`src/verilog/l2_config_pkg.sv`:
```
package l2_config_pkg;

    // Requesters sharing the one memory port
    localparam int L2_NUM_PORTS = 2;

    // Port number field of a memory id, never narrower than one bit
    localparam int L2_PORT_ID_W = (L2_NUM_PORTS > 1) ? $clog2(L2_NUM_PORTS) : 1;

    // Per-requester request buffering
    localparam int L2_INPUT_FIFO_DEPTH = 4;

    // Shared by the memory request and memory return FIFOs
    localparam int L2_MEM_FIFO_DEPTH = 4;

    // Read data waiting for each requester to ack
    localparam int L2_RETURN_FIFO_DEPTH = 4;

endpackage

```
`src/verilog/l2_types_pkg.sv`:
```
package l2_types_pkg;

    import l2_config_pkg::*;

    // Field widths
    localparam int L2_ADDR_W = 30;
    localparam int L2_DATA_W = 32;
    localparam int L2_SUB_ID_W = 2;
    localparam int L2_OP_W = 2;

    // Word address, the two byte offset bits are dropped
    typedef logic [L2_ADDR_W-1:0] addr_t;
    typedef logic [L2_DATA_W-1:0] data_t;

    // Requester's own transaction tag
    typedef logic [L2_SUB_ID_W-1:0] sub_id_t;

    typedef logic [L2_PORT_ID_W-1:0] port_id_t;

    // Port number in the upper bits, sub id below
    typedef logic [L2_PORT_ID_W+L2_SUB_ID_W-1:0] mem_id_t;

    typedef logic [L2_OP_W-1:0] op_t;

    // Operation codes
    localparam op_t OP_READ = 2'd0;
    localparam op_t OP_WRITE = 2'd1;
    localparam op_t OP_LR = 2'd2;
    localparam op_t OP_SC = 2'd3;

endpackage
```
`src/verilog/l2_arbiter.sv`:
```
`timescale 1ns/1ps

module l2_arbiter
    import l2_config_pkg::*;
    import l2_types_pkg::*;
(
    input  logic    clk,
    input  logic    rst,

    // Requester side
    input  logic    req_push   [L2_NUM_PORTS],
    input  addr_t   req_addr   [L2_NUM_PORTS],
    input  op_t     req_op     [L2_NUM_PORTS],
    input  data_t   req_wdata  [L2_NUM_PORTS],
    input  sub_id_t req_sub_id [L2_NUM_PORTS],
    output logic    req_full   [L2_NUM_PORTS],

    output logic    sc_valid   [L2_NUM_PORTS],
    output logic    sc_result  [L2_NUM_PORTS],

    output logic    rd_valid   [L2_NUM_PORTS],
    output data_t   rd_data    [L2_NUM_PORTS],
    output sub_id_t rd_sub_id  [L2_NUM_PORTS],
    input  logic    rd_ack     [L2_NUM_PORTS],

    // Memory side
    output logic    mem_valid,
    output addr_t   mem_addr,
    output op_t     mem_op,
    output data_t   mem_wdata,
    output mem_id_t mem_id,
    output logic    mem_abort,
    input  logic    mem_pop,

    input  logic    mem_rd_valid,
    input  mem_id_t mem_rd_id,
    input  data_t   mem_rd_data
);

    localparam int REQ_W = $bits(addr_t) + $bits(op_t) + $bits(data_t) + $bits(sub_id_t);
    localparam int MEM_REQ_W = $bits(addr_t) + $bits(op_t) + $bits(data_t) + $bits(mem_id_t) + 1;
    localparam int MEM_RET_W = $bits(mem_id_t) + $bits(data_t);
    localparam int RET_W = $bits(sub_id_t) + $bits(data_t);

    // Head of each input FIFO
    logic [REQ_W-1:0]        in_out   [L2_NUM_PORTS];
    logic [L2_NUM_PORTS-1:0] in_valid;
    addr_t                   in_addr  [L2_NUM_PORTS];
    op_t                     in_op    [L2_NUM_PORTS];
    data_t                   in_wdata [L2_NUM_PORTS];
    sub_id_t                 in_sub_id[L2_NUM_PORTS];

    logic     grantee_valid;
    port_id_t grantee_id;
    logic     advance;
    logic     sc_fail;

    logic [MEM_REQ_W-1:0] mem_req_out;
    logic                 mem_req_full;

    logic [MEM_RET_W-1:0] mem_ret_out;
    logic                 mem_ret_valid;
    port_id_t             ret_port;
    sub_id_t              ret_sub_id;
    data_t                ret_data;

    logic [RET_W-1:0] ret_out  [L2_NUM_PORTS];
    logic             ret_push [L2_NUM_PORTS];
    logic             ret_full [L2_NUM_PORTS];

    // Input request FIFOs
    for (genvar i = 0; i < L2_NUM_PORTS; i++) begin : gen_input
        l2_fifo #(.WIDTH(REQ_W), .DEPTH(L2_INPUT_FIFO_DEPTH)) input_fifo_i (
            .clk      (clk),
            .rst      (rst),
            .push     (req_push[i]),
            .data_in  ({req_addr[i], req_op[i], req_wdata[i], req_sub_id[i]}),
            .pop      (advance && (grantee_id == port_id_t'(i))),
            .data_out (in_out[i]),
            .valid    (in_valid[i]),
            .full     (req_full[i])
        );

        assign {in_addr[i], in_op[i], in_wdata[i], in_sub_id[i]} = in_out[i];
    end

    l2_round_robin round_robin_i (
        .clk           (clk),
        .rst           (rst),
        .requests      (in_valid),
        .advance       (advance),
        .grantee_valid (grantee_valid),
        .grantee_id    (grantee_id)
    );

    // One grant per cycle while the memory FIFO has room
    assign advance = grantee_valid && !mem_req_full;

    l2_reservation reservation_i (
        .clk     (clk),
        .rst     (rst),
        .strobe  (advance),
        .port    (grantee_id),
        .addr    (in_addr[grantee_id]),
        .op      (in_op[grantee_id]),
        .sc_fail (sc_fail)
    );

    // Memory request FIFO, a failed SC rides along with abort set
    l2_fifo #(.WIDTH(MEM_REQ_W), .DEPTH(L2_MEM_FIFO_DEPTH)) mem_req_fifo_i (
        .clk      (clk),
        .rst      (rst),
        .push     (advance),
        .data_in  ({in_addr[grantee_id], in_op[grantee_id], in_wdata[grantee_id],
                    grantee_id, in_sub_id[grantee_id], sc_fail}),
        .pop      (mem_pop && mem_valid),
        .data_out (mem_req_out),
        .valid    (mem_valid),
        .full     (mem_req_full)
    );

    assign {mem_addr, mem_op, mem_wdata, mem_id, mem_abort} = mem_req_out;

    // SC outcome lands the cycle after the grant
    always_ff @(posedge clk) begin
        for (int p = 0; p < L2_NUM_PORTS; p++) begin
            if (rst) begin
                sc_valid[p] <= 1'b0;
            end else begin
                sc_valid[p] <= advance && (in_op[grantee_id] == OP_SC)
                               && (grantee_id == port_id_t'(p));
            end
        end
    end

    always_ff @(posedge clk) begin
        for (int p = 0; p < L2_NUM_PORTS; p++) begin
            if (advance && (grantee_id == port_id_t'(p))) begin
                sc_result[p] <= !sc_fail;
            end
        end
    end

    // Memory return FIFO drains itself every cycle it holds data
    l2_fifo #(.WIDTH(MEM_RET_W), .DEPTH(L2_MEM_FIFO_DEPTH)) mem_ret_fifo_i (
        .clk      (clk),
        .rst      (rst),
        .push     (mem_rd_valid),
        .data_in  ({mem_rd_id, mem_rd_data}),
        .pop      (mem_ret_valid),
        .data_out (mem_ret_out),
        .valid    (mem_ret_valid),
        .full     ()
    );

    assign {ret_port, ret_sub_id, ret_data} = mem_ret_out;

    // Per-port return FIFOs, selected by the port field of the id
    for (genvar i = 0; i < L2_NUM_PORTS; i++) begin : gen_return
        assign ret_push[i] = mem_ret_valid && (ret_port == port_id_t'(i));

        l2_fifo #(.WIDTH(RET_W), .DEPTH(L2_RETURN_FIFO_DEPTH)) return_fifo_i (
            .clk      (clk),
            .rst      (rst),
            .push     (ret_push[i]),
            .data_in  ({ret_sub_id, ret_data}),
            .pop      (rd_ack[i] && rd_valid[i]),
            .data_out (ret_out[i]),
            .valid    (rd_valid[i]),
            .full     (ret_full[i])
        );

        assign {rd_sub_id[i], rd_data[i]} = ret_out[i];
    end

endmodule

```
`src/verilog/l2_fifo.sv`:
```
`timescale 1ns/1ps

module l2_fifo #(
    parameter int WIDTH = 32,
    parameter int DEPTH = 4
) (
    input  logic             clk,
    input  logic             rst,
    input  logic             push,
    input  logic [WIDTH-1:0] data_in,
    input  logic             pop,
    output logic [WIDTH-1:0] data_out,
    output logic             valid,
    output logic             full
);

    localparam int PTR_W = (DEPTH > 1) ? $clog2(DEPTH) : 1;
    localparam int CNT_W = $clog2(DEPTH + 1);

    logic [WIDTH-1:0] storage [DEPTH];
    logic [PTR_W-1:0] wr_ptr;
    logic [PTR_W-1:0] rd_ptr;
    logic [CNT_W-1:0] count;

    // Wraps at DEPTH so odd depths work too
    function automatic logic [PTR_W-1:0] ptr_next(input logic [PTR_W-1:0] ptr);
        if (ptr == PTR_W'(DEPTH - 1)) begin
            return '0;
        end
        return ptr + 1'b1;
    endfunction

    always_ff @(posedge clk) begin
        if (rst) begin
            wr_ptr <= '0;
            rd_ptr <= '0;
            count <= '0;
        end else begin
            if (push) begin
                wr_ptr <= ptr_next(wr_ptr);
            end
            if (pop) begin
                rd_ptr <= ptr_next(rd_ptr);
            end
            case ({push, pop})
                2'b10:   count <= count + 1'b1;
                2'b01:   count <= count - 1'b1;
                default: count <= count;
            endcase
        end
    end

    always_ff @(posedge clk) begin
        if (push) begin
            storage[wr_ptr] <= data_in;
        end
    end

    // Head entry is read straight from storage
    assign data_out = storage[rd_ptr];

    assign valid = (count != '0);
    assign full = (count == CNT_W'(DEPTH));

endmodule

```
`src/verilog/l2_reservation.sv`:
```
`timescale 1ns/1ps

module l2_reservation
    import l2_config_pkg::*;
    import l2_types_pkg::*;
(
    input  logic     clk,
    input  logic     rst,
    input  logic     strobe,
    input  port_id_t port,
    input  addr_t    addr,
    input  op_t      op,
    output logic     sc_fail
);

    // One reserved word per port
    logic [L2_NUM_PORTS-1:0] resv_valid;
    addr_t                   resv_addr [L2_NUM_PORTS];

    logic is_sc;
    logic own_match;
    logic is_store;

    assign is_sc = (op == OP_SC);
    assign own_match = resv_valid[port] && (resv_addr[port] == addr);

    // SC without a live reservation of its own on this word
    assign sc_fail = is_sc && !own_match;

    // Only stores that reach memory break reservations
    assign is_store = (op == OP_WRITE) || (is_sc && own_match);

    always_ff @(posedge clk) begin
        if (rst) begin
            resv_valid <= '0;
        end else if (strobe) begin
            for (int p = 0; p < L2_NUM_PORTS; p++) begin
                if (is_store && (resv_addr[p] == addr)) begin
                    resv_valid[p] <= 1'b0;
                end
            end
            if (op == OP_LR) begin
                resv_valid[port] <= 1'b1;
            end
            // Any SC consumes its own reservation, pass or fail
            if (is_sc) begin
                resv_valid[port] <= 1'b0;
            end
        end
    end

    // Address only matters while its valid bit is set
    always_ff @(posedge clk) begin
        if (strobe && (op == OP_LR)) begin
            resv_addr[port] <= addr;
        end
    end

endmodule

```
`src/verilog/l2_round_robin.sv`:
```
`timescale 1ns/1ps

module l2_round_robin
    import l2_config_pkg::*;
    import l2_types_pkg::*;
(
    input  logic                    clk,
    input  logic                    rst,
    input  logic [L2_NUM_PORTS-1:0] requests,
    input  logic                    advance,
    output logic                    grantee_valid,
    output port_id_t                grantee_id
);

    // Port with the highest priority this cycle
    port_id_t priority_ptr;

    // Scan from the farthest offset back, so the nearest requester wins
    always_comb begin
        int idx;
        grantee_valid = 1'b0;
        grantee_id = priority_ptr;
        for (int k = L2_NUM_PORTS - 1; k >= 0; k--) begin
            idx = int'(priority_ptr) + k;
            if (idx >= L2_NUM_PORTS) begin
                idx = idx - L2_NUM_PORTS;
            end
            if (requests[idx]) begin
                grantee_valid = 1'b1;
                grantee_id = port_id_t'(idx);
            end
        end
    end

    // Priority moves to the port after the one just served
    always_ff @(posedge clk) begin
        if (rst) begin
            priority_ptr <= '0;
        end else if (advance) begin
            if (grantee_id == port_id_t'(L2_NUM_PORTS - 1)) begin
                priority_ptr <= '0;
            end else begin
                priority_ptr <= grantee_id + 1'b1;
            end
        end
    end

endmodule

```
`config.mk`:
```
export PLATFORM = sky130hd
export DESIGN_NAME = l2_arbiter
export DESIGN_NICKNAME = d
export VERILOG_FILES = /design/src/verilog/l2_config_pkg.sv /design/src/verilog/l2_types_pkg.sv /design/src/verilog/l2_arbiter.sv /design/src/verilog/l2_fifo.sv /design/src/verilog/l2_reservation.sv /design/src/verilog/l2_round_robin.sv
export SDC_FILE = /design/constraint.sdc
export NUM_CORES = 1
export LEC_CHECK = 0
export ABC_AREA = 0
export BUFFER_PORTS_ARGS = -buffer_cell sky130_fd_sc_hd__buf_4
export CORE_ASPECT_RATIO = 1.5
export CORE_MARGIN = 2
export CORE_UTILIZATION = 30
export DETAILED_ROUTE_END_ITERATION = 7
export GPL_TIMING_DRIVEN = 1
export MAX_ROUTING_LAYER = met4
export PLACE_DENSITY_LB_ADDON = 0.25
export SLEW_MARGIN = 5
export SYNTH_ARGS = -nofsm -noshare
export SYNTH_HDL_FRONTEND = slang
export SYNTH_SLANG_ARGS = --single-unit
```
`constraint.sdc`:
```
create_clock -name clk -period 4 [get_ports clk]
set_input_delay 0.8 -clock clk [delete_from_list [all_inputs] [get_ports clk]]
set_output_delay 0.8 -clock clk [all_outputs]
set_load 0.005 [all_outputs]
```
-- Yosys cells after proc, flatten, opt, wreduce, memory -nomap -nowiden
Memory sizes are Yosys's and may differ from the RTL's. A register that Yosys moved wholly into a read port is not among the register bits.
Index checks and enable logic that the tools add are counted.
- input bits: 175
- memories kept: 7
- word-level logic and storage cells: 270
- memory bits (writable): 1272
- output and inout bits: 145
- register bits after elaboration: 49
- memories (name ; depth ; bits a word ; read ports ; clocked after memory_dff ; wr ports ; RTL line ; RTL):
    mem_req_fifo_i.storage ; 4 ; 68 ; 1 ; 1 ; 1 ; l2_fifo.sv:20 ; logic [WIDTH-1:0] storage [DEPTH];
    gen_input[0].input_fifo_i.storage ; 4 ; 66 ; 1 ; 1 ; 1 ; l2_fifo.sv:20 ;
    gen_input[1].input_fifo_i.storage ; 4 ; 66 ; 1 ; 1 ; 1 ; l2_fifo.sv:20 ;
    mem_ret_fifo_i.storage ; 4 ; 35 ; 1 ; 1 ; 1 ; l2_fifo.sv:20 ;
    gen_return[0].return_fifo_i.storage ; 4 ; 34 ; 1 ; 1 ; 1 ; l2_fifo.sv:20 ;
    gen_return[1].return_fifo_i.storage ; 4 ; 34 ; 1 ; 1 ; 1 ; l2_fifo.sv:20 ;
    1 more memories ; n/a ; n/a ; n/a ; n/a ; n/a ; n/a ;
- bitwise operators: 6
- magnitude comparators: 7
- $add $sub $neg: 28
- equal/unequal tests: 33
- multiplexer cells: 131
- reduce and logical (&&, ||, !) cells: 34
- operator list (kind ; count):
    two-way mux 32 bit ; 5
    two-way mux 2 bit ; 46
    equality test 30 bit ; 3
    two-way mux 30 bit ; 3
    two-way mux 1 bit ; 70
    < comparator 32 x 3 -> 1 bit (second input constant) ; 2
    equality test 2 bit (second input constant) ; 20
    one-hot mux 3 bit (2 select lines) ; 6
    >= comparator 32 x 3 -> 1 bit (second input constant) ; 1
    subtractor 32 x 3 -> 32 bit (second input constant) ; 1
    adder 2 x 1 -> 2 bit (second input constant) ; 12
    adder 3 x 1 -> 3 bit (second input constant) ; 6
    logical AND 1 bit ; 18
    nonzero test 3 bit ; 6
    subtractor 3 x 1 -> 3 bit (second input constant) ; 6
    equality test 2 x 1 -> 1 bit (second input constant) ; 7
    nonzero test 2 bit ; 6
    equality test 3 bit (second input constant) ; 3
    logical NOT 1 bit ; 3
    subtractor 1 x 2 -> 3 bit (second input constant) ; 1
    adder 1 x 1 -> 2 bit (second input constant) ; 1
    AND 2 bit ; 1
    >= comparator 1 x 2 -> 1 bit (second input constant) ; 1
    >= comparator 2 bit (second input constant) ; 1
    other kinds (9) ; 10

-- Logic depth before layout (Yosys ltp)
Gate-level depths: netlist (run 1).
- depth in word-level cells: 26
- mapped depth: 14
- gate-level depth less buffers: 10

-- Cells and area by module
A second synthesis (run 1) with hierarchy kept.
- cell total of the unflattened synthesis: 2171
- area, all modules: 50803.7 um2
- by module, submodules not included (module ; times used ; area an instance (um2) ; cells each ; sequential area each (um2)):
    l2_fifo at gen_input[0].input_fifo_i ... ; 2 ; 9955.8 ; 387 ; 8107.8
    l2_fifo at gen_return[0].return_fifo_i ... ; 2 ; 5392.7 ; 221 ; 4264.1
    l2_fifo at mem_req_fifo_i ; 1 ; 10282.4 ; 403 ; 8348.0
    l2_fifo at mem_ret_fifo_i ; 1 ; 5540.3 ; 226 ; 4384.2
    l2_reservation ; 1 ; 3201.8 ; 227 ; 1841.8
    l2_arbiter ; 1 ; 1016.0 ; 91 ; 100.1
    l2_round_robin ; 1 ; 66.3 ; 8 ; 20.0

-- Least setup slack after synthesis (run 1)
OpenSTA, ideal clock, no wires.
- path kind: reg2reg
- start: register gen_input[1].input_fifo_i.count[0]
- end: memory reservation_i.resv_addr[0][0] (netlist bit), enable pin
- cell stages (with the launch flop): 9
- setup time: 0.418 ns
- setup slack: 0.340 ns
- arrival time: 3.242 ns
- required time: 3.582 ns
- clock period less this slack: 3.660 ns
- path through: dfxtp_1 > or3_1 > maj3_2 > buf_6 > buf_6 > buf_2 > mux2i_1 > nand2_1 > nor2_1
- word-level cells in the longest chain between the ends: 14
- ends and longest elaborated chain (item ; RTL line ; RTL):
    start: declaration ; l2_fifo.sv:23 ; logic [CNT_W-1:0] count;
    start signal: assignment ; l2_fifo.sv:46 ; 2'b10: count <= count + 1'b1;
    start signal: assignment ; l2_fifo.sv:47 ; 2'b01: count <= count - 1'b1;
    start signal: assignment ; l2_fifo.sv:48 ; default: count <= count;
    nonzero test 3 bit * ; l2_fifo.sv:62 ; assign valid = (count != '0);
    two-way mux 1 bit (implied by the code) (3 in a row) ; l2_round_robin.sv:28 ; if (requests[idx]) begin
    two-way mux 1 bit (2 in a row) ; l2_round_robin.sv:28 ;
    inverter 1 -> 2 bit (implied by the code) ; l2_arbiter.sv:105 ; .op (in_op[grantee_id]),
    two-way mux 2 bit (implied by the code) (3 in a row) ; l2_arbiter.sv:105 ;
    equality test 2 bit ; l2_reservation.sv:54 ; if (strobe && (op == OP_LR)) begin
    logical AND 1 bit ; l2_reservation.sv:54 ;
    two-way mux 1 bit ; l2_reservation.sv:54 ;
    two-way mux 1 bit (implied by the code) ; l2_reservation.sv:55 ; resv_addr[port] <= addr;
    end: declaration ; l2_reservation.sv:18 ; addr_t resv_addr [L2_NUM_PORTS];
Mark *: on every way between the ends. The rest lies on a longest branch, timed or not. The select of a mux whose other input is x is not followed.

-- Worst setup path in the final report (run 1)
- start: register gen_input[0].input_fifo_i.count[0]
- end: register reservation_i.resv_valid[1]
- word-level cells in the longest chain between the ends: 24
- ends and longest elaborated chain (item ; RTL line ; RTL):
    start: declaration ; l2_fifo.sv:23 ;
    start signal: assignment ; l2_fifo.sv:46 ;
    start signal: assignment ; l2_fifo.sv:47 ;
    start signal: assignment ; l2_fifo.sv:48 ;
    nonzero test 3 bit * ; l2_fifo.sv:62 ;
    two-way mux 1 bit (implied by the code) (3 in a row) ; l2_round_robin.sv:28 ;
    two-way mux 1 bit (2 in a row) ; l2_round_robin.sv:28 ;
    inverter 1 -> 2 bit (implied by the code) ; l2_arbiter.sv:104, l2_arbiter.sv:105 ;
    two-way mux 30 bit (implied by the code) (3 in a row) ; l2_arbiter.sv:104 ; .addr (in_addr[grantee_id]),
    equality test 30 bit ; l2_reservation.sv:25 ; assign own_match = resv_valid[port] && (resv_addr[port] == addr);
    logical AND 1 bit ; l2_reservation.sv:25 ;
    logical AND 1 bit ; l2_reservation.sv:31 ; assign is_store = (op == OP_WRITE) || (is_sc && own_match);
    [3 not listed] ; n/a ;
    two-way mux 1 bit ; l2_reservation.sv:36 ; end else if (strobe) begin
    two-way mux 1 bit ; l2_reservation.sv:34 ; if (rst) begin
    OR 2 bit (no source line) ; n/a ;
    two-way mux 2 bit ; l2_reservation.sv:42 ; if (op == OP_LR) begin
    two-way mux 2 bit ; l2_reservation.sv:36 ;
    two-way mux 2 bit ; l2_reservation.sv:34 ;
    AND 2 bit (no source line) ; n/a ;
    two-way mux 2 bit ; l2_reservation.sv:46 ; if (is_sc) begin
    end signal: assignment ; l2_reservation.sv:35 ; resv_valid <= '0;
    end signal: indexed assignment ; l2_reservation.sv:39 ; resv_valid[p] <= 1'b0;
    end signal: indexed assignment ; l2_reservation.sv:47 ; resv_valid[port] <= 1'b0;
    end: declaration ; l2_reservation.sv:17 ; logic [L2_NUM_PORTS-1:0] resv_valid;
Marked as above.
A chain may end at the register's enable or synchronous reset.

==> results of run 1 <==
[metal layers]
metal / vias to the layer above / share of wire / track usage
li1: 10149 / - / -
met1: 12320 / 0.39 / 0.166
met2: 631 / 0.50 / 0.243
met3: 167 / 0.090 / 0.0587
met4: 0 / 0.022 / 0.0388
met5: - / 0 / -
[placed cells by master (no fill, tap or decap), drive strengths merged, types with 3 or more instances in the layout]
cell type	Yosys	layout
edfxtp	1274	1274
buf	42	386
mux4	303	303
clkbuf	47	165
inv	74	81
mux2i	64	64
xnor2	61	61
dfxtp	59	59
clkinv	0	53
diode	0	44
xor2	40	40
nor2	39	39
mux2	37	37
a21oi	36	36
ha	36	36
nand2	24	24
nor4	21	21
and2	21	21
nor3	20	20
or3	10	10
bufinv	0	9
o21ai	8	8
and3	6	6
fa	6	6
nand3	3	3
nand4	3	3
[cell usage after synthesis (all sizes together)]
cell type,count
o21ai,8
and2,21
o31ai,2
fa,6
mux2i,64
o211ai,2
mux4,303
nor3,20
edfxtp,1274
xnor2,61
nand2b,2
inv,74
and3,6
a21boi,1
nor4,21
dfxtp,59
clkbuf,47
mux2,37
or3,10
a22oi,1
a211oi,1
a2111oi,2
or2,1
nand2,24
a21oi,36
nand3,3
nand4,3
buf,42
maj3,1
xor2,40
ha,36
nor2,39
[worst paths after layout]
path                                            from                                  endpoint
setup reg to reg  gen_input[0].input_fifo_i.count[0]               reservation_i.resv_valid[1]
hold reg to reg           round_robin_i.priority_ptr                round_robin_i.priority_ptr
hold / removal                         req_wdata[49]  gen_input[0].input_fifo_i.storage[1][19]
setup / recovery  gen_input[0].input_fifo_i.count[0]               reservation_i.resv_valid[1]
[sequential cells by signal, indices dropped and copies added (netlist names), 6 cells and up, named ones only]
name / count
gen_return.return_fifo_i.count: 6
mem_req_fifo_i.storage: 272
gen_return.return_fifo_i.storage: 272
reservation_i.resv_addr: 60
mem_ret_fifo_i.storage: 140
gen_input.input_fifo_i.count: 6
gen_input.input_fifo_i.storage: 528
[stage by stage]
| stage | hold WS, ps | area (um^2) | power (mW) |
|---|---|---|---|
| 2_1_floorplan | 442 | 50700 | 28.1 |
| 3_3_place_gp | 461 | 56200 | 34.1 |
| 3_5_place_dp | 469 | 56200 | 34.5 |
| 4_1_cts | 169 | 60500 | 46.8 |
| 5_1_grt | 188 | 60600 | 48.2 |
| 6_report | 243 | 60600 | 45.9 |
[cell type report]
cell class | count | area share
sequential | 1333 | 0.651
multi-input combinational | 751 | 0.174
clock buffer | 165 | 0.0580
timing repair buffer | 386 | 0.0515
tap | 2232 | 0.0461
clock inverter | 71 | 0.0122
inverter | 74 | 0.00458
antenna | 44 | 0.00182
[power by group through the flow]
stage | registers [mW] | clock network, mW | logic [mW]
5_1_grt | 20.1 | 13.0 | 15.0
6_report | 19.9 | 12.2 | 13.8
2_1_floorplan | 19.8 | 0 | 8.34
3_3_place_gp | 20.1 | 0 | 14.0
4_1_cts | 20.0 | 12.6 | 14.3
3_5_place_dp | 20.2 | 0 | 14.2
[kinds of logic (layout without fill, tap and decap cells)]
| kind of cell | count (synthesis) | after routing |
|---|---|---|
| buffers and inverters | 163 | 696 |
| AO/OA/AOI/OAI | 53 | 53 |
| other | 0 | 44 |
| adder cells (fa/ha/maj) | 43 | 43 |
| multiplexers | 404 | 404 |
| XOR/XNOR | 101 | 101 |
| AND/OR/NAND/NOR | 150 | 150 |
| flip-flops | 1333 | 1333 |
==> impl_metrics.toml, run 1 <==
[route]
finalWirelength_mm = 124
drc = 0
drt.antenna.violating_nets = 0
drt_iter0_markers = 1750
routedWlPerCell_um = 24.4
vias = 23267
first_pass_iters = 5
vias_per_cell = 4.60

[setup_path]
critical_path_depth = 9
cp_slowest_stage_delay_ps = 970
path_class = "flip-flop to flip-flop"
arrival_ps = 4390
cpMaxStageDelayCell = "a2111oi_0"
critPathRequiredTime_ps = 4620
crit_path_start_kind = "flip-flop"
cp_max_fo = 25
rr_worst_depth = 9
path_cells = "nor3_1, maj3_4, buf_12, mux2i_2, xnor2_1, a2111oi_0, o21ai_0, nor3_1, a21oi_1"
endpoint_kind = "flip-flop"
reg2reg_setup_slack_ps = 240
critPathBufInv = 1
cpMostUsedCell = "nor3_1"
crit_family = "compound AO/OA/AOI/OAI gates"

[logic_synthesis]
yosysTopAreaCell = "edfxtp_1"
synth_top_family_by_area = "multiplexers"
synthSimpleGateAreaFrac = 0.0148
synth_compound_area_frac = 0.00573
synth.avg_cell_area_um2 = 22.5
synth.top_cell.area_share = 0.755
synth_area_leaders = "edfxtp_1, mux4_2, dfxtp_1"
synthAdderAreaFrac = 0.0115
synth_xor_area_frac = 0.0175
ys_seq_elements = 1333
synth_nets = 2464
synth.yosys.seq_area_share = 0.779
ys_types = 38
netlist_area_mm2 = 0.0507
yosys_warnings = 0
synth_mux_area_frac = 0.158
netlist_instances = 2247

[timing]
setup_ws_ps = 236
finalHoldViolations = 0
rsz0062_at_grt = "no"
setup_violations = 0
tightestPinTransition_ps = 1120
fin_crit_ps = 3760
fin_skew_ps = 48.5
drv_slew = 0
fin_crit_sh = 0.941
fin_tns_setup_ps = 0
slew_headroom = 0.236
fmax_ghz = 0.266

[cts]
clockRootBuffer = "clkbuf_16"
insertion_delay_ps = 760
cts.sinks = 1333
postCtsSetupBuffers = 0
cts_buffers = 132
cts_tree = "built"
post_cts_resized = 0
cts.path.max_buffers = 3
htreeDepth = 4
clkTransAtPathRegs_ps = 70
hold_buffers = 0

[global_route]
grt_pass1_vias = 25233
grt_pass1_wl_mm = 179
grt.total_usage = 0.147
antenna_found_initial = 45
grt_max_degree = 67
overflow = 0

[pwr]
seq_power_share = 0.434
p_switching_mw = 14.1
combPwrFrac = 0.301
vdd_ir_drop_max_mv = 0.496
leakage_nw = 19.5
power.share.clock = 0.265
internal_power_mw = 31.8
switching_share = 0.308
power_density_mw_per_mm2 = 758

[floorplanning]
die_h_um = 507
dieArea_mm2 = 0.172
io_pins = 320
initial_core_util = 0.302
fp-row-count = 184
core_area_mm2 = 0.168
die_x_um = 339

[finish]
multi_input_area_mm2 = 0.0106
area_growth_pct = 19.6
stdcell_count = 5056
fin_util = 0.361
nets = 2895
regArea_mm2 = 0.0395
drive_gt1_frac = 0.340
fill_cells = 15600

[placed_design]
place_worst_setup_slack_ps = 308
hpwl_mm = 81.9
dp_cells = 4776
gp_congestion = 0.861
portBuffers = 319

[min_path]
min_path_cells = 1
hold_path_class = "primary input to flip-flop"

[status]
status = "complete, no violations"

[flow_run]
max-cap-violations = 0
(Power assumes the default switching activity.)
==> inputs of run 2 (changes only) <==
==> constraint.sdc (replaced) <==
create_clock -name clk -period 4.6 [get_ports clk]
set_input_delay 0.92 -clock clk [delete_from_list [all_inputs] [get_ports clk]]
set_output_delay 0.92 -clock clk [all_outputs]
set_load 0.005 [all_outputs]
==> run 2 against run 1 <==
Sequential cell count unchanged. Die area unchanged. Combinational power decreased by 15%. Core utilization decreased by 0.071 points. Highest routed layer unchanged. Maximum frequency increased by 0.15%. Critical endpoint is now mem_req_fifo_i.storage[0][0]. Register-to-register slack improved by 610 ps. Worst hold slack improved by 93 ps. Sequential share of layout area increased by 0.14 points. Cell area decreased by 0.20%.
==> impl_metrics.toml, run 2 (synthesis results as in run 1) <==
[floorplanning]
io_pins = 320
die_h_um = 507
core_area_mm2 = 0.168
die_x_um = 339
initial_core_util = 0.302
dieArea_mm2 = 0.172
fp-row-count = 184

[cts]
clkTransAtPathRegs_ps = 70
postCtsSetupBuffers = 0
cts.sinks = 1333
insertion_delay_ps = 780
clockRootBuffer = "clkbuf_16"
post_cts_resized = 0
cts_tree = "built"
cts.path.max_buffers = 3
cts_buffers = 131
hold_buffers = 0
htreeDepth = 4

[route]
drc = 0
vias = 23222
drt_iter0_markers = 1614
first_pass_iters = 5
vias_per_cell = 4.59
drt.antenna.violating_nets = 0
finalWirelength_mm = 123
routedWlPerCell_um = 24.3

[setup_path]
startpoint = "gen_input[0].input_fifo_i.count[0]"
path_class = "flip-flop to flip-flop"
critPathRequiredTime_ps = 5080
cp-endpoint = "mem_req_fifo_i.storage[0][0]"
cpMostUsedCell = "nor3_1"
cp_slowest_stage_delay_ps = 740
endpoint_kind = "flip-flop"
reg2reg_setup_slack_ps = 840
r2r-end = "mem_req_fifo_i.storage[0][0]"
rr_worst_depth = 9
cpMaxStageDelayCell = "maj3_4"
path_cells = "nor3_1, maj3_4, buf_4, mux2i_4, xor2_1, nor4_1, o211ai_1, nor3_1, nor2_1"
reg2reg_from = "gen_input[0].input_fifo_i.count[0]"
crit_path_start_kind = "flip-flop"
arrival_ps = 4240
cp_max_fo = 34

[timing]
rsz0062_at_grt = "no"
drv_slew = 0
fin_crit_sh = 0.817
finalHoldViolations = 0
tightestPinTransition_ps = 1140
slew_headroom = 0.240
fin_skew_ps = 53.3
fin_tns_setup_ps = 0
fmax_ghz = 0.266
setup_violations = 0
fin_crit_ps = 3760
setup_ws_ps = 842

[pwr]
leakage_nw = 19.4
power_density_mw_per_mm2 = 659
vdd_ir_drop_max_mv = 0.375

[global_route]
overflow = 0
antenna_found_initial = 50
grt.total_usage = 0.146
grt_pass1_wl_mm = 177
grt_pass1_vias = 25052
grt_max_degree = 69

[finish]
top_register = "gen_input.input_fifo_i.storage"
drive_gt1_frac = 0.343
final_common_cell = "edfxtp_1"
largest_reg_flops = 528
reg_top3 = "gen_input.input_fifo_i.storage x528, gen_return.return_fifo_i.storage x272, mem_req_fifo_i.storage x272"
multi_input_area_mm2 = 0.0106
final_cell_mix = "edfxtp_1, buf_4, mux4_2"
fill_cells = 15503
area_growth_pct = 19.4
regArea_mm2 = 0.0395
nets = 2891

[placed_design]
portBuffers = 319
gp_congestion = 0.851
place_worst_setup_slack_ps = 844
hpwl_mm = 80.1

[min_path]
hold_path_class = "primary input to flip-flop"

[status]
status = "complete, no violations"

[flow_run]
max-cap-violations = 0
[run 2: worst max-delay path: cells and delay by family, from the launching register on]
| kind | cells | cell delay (ps) |
|---|---|---|
| flip-flops | 1 | 340 |
| buffers and inverters | 1 | 370 |
| XOR/XNOR | 1 | 210 |
| multiplexers | 1 | 350 |
| AO/OA/AOI/OAI | 1 | 200 |
| AND/OR/NAND/NOR | 4 | 1250 |
| adder cells (fa/ha/maj) | 1 | 740 |
[run 2: cell type report]
cell class | instances | share of cell area
multi-input cells | 751 | 0.175
flip-flops and latches | 1333 | 0.653
well taps | 2232 | 0.0462
clock inverters | 82 | 0.0146
clock buffers | 155 | 0.0562
repair buffers | 383 | 0.0488
inverters | 74 | 0.00459
diodes | 51 | 0.00211
[run 2: worst min path at each step]
stage,to,from,cells after the start
2_1_floorplan,round_robin_i.priority_ptr,round_robin_i.priority_ptr,2
3_3_place_gp,flip-flop,mem_req_fifo_i.rd_ptr[1],2
3_5_place_dp,flip-flop,gen_input[1].input_fifo_i.rd_ptr[1],2
4_1_cts,gen_input[1].input_fifo_i.storage[2][16],req_wdata[14],1
5_1_grt,gen_input[1].input_fifo_i.storage[2][16],req_wdata[14],1
6_report,gen_input[1].input_fifo_i.storage[1][16],req_wdata[14],1
[run 2: metal layers]
metal	GRT usage	wire length, um	share of wire	vias up
li1	-	-	-	10154
met1	0.165	47800	0.39	12257
met2	0.241	61200	0.50	645
met3	0.0565	11100	0.090	166
met4	0.0419	2740	0.022	0
met5	-	0	0	-
[run 2: power breakdown]
group / internal (mW) / total (mW) / switching (mW)
clock network: 5.92 / 10.6 / 4.72
registers: 16.5 / 17.5 / 0.931
logic: 5.00 / 11.7 / 6.71
total: 27.5 / 39.8 / 12.4
[run 2: per-stage QoR]
stage                     utilization  cell area [um^2]  std cells  hold slack, ps  power [mW]
final                           0.361             60500       5061             336        39.8
after floorplan                     -             50700       2247             442        24.5
after CTS                       0.360             60300       5010             284        40.5
after global placement          0.334             56100       4773             456        29.5
after global routing            0.361             60500       5061             308        41.7
after detailed placement        0.334             56100       4773             466        29.8
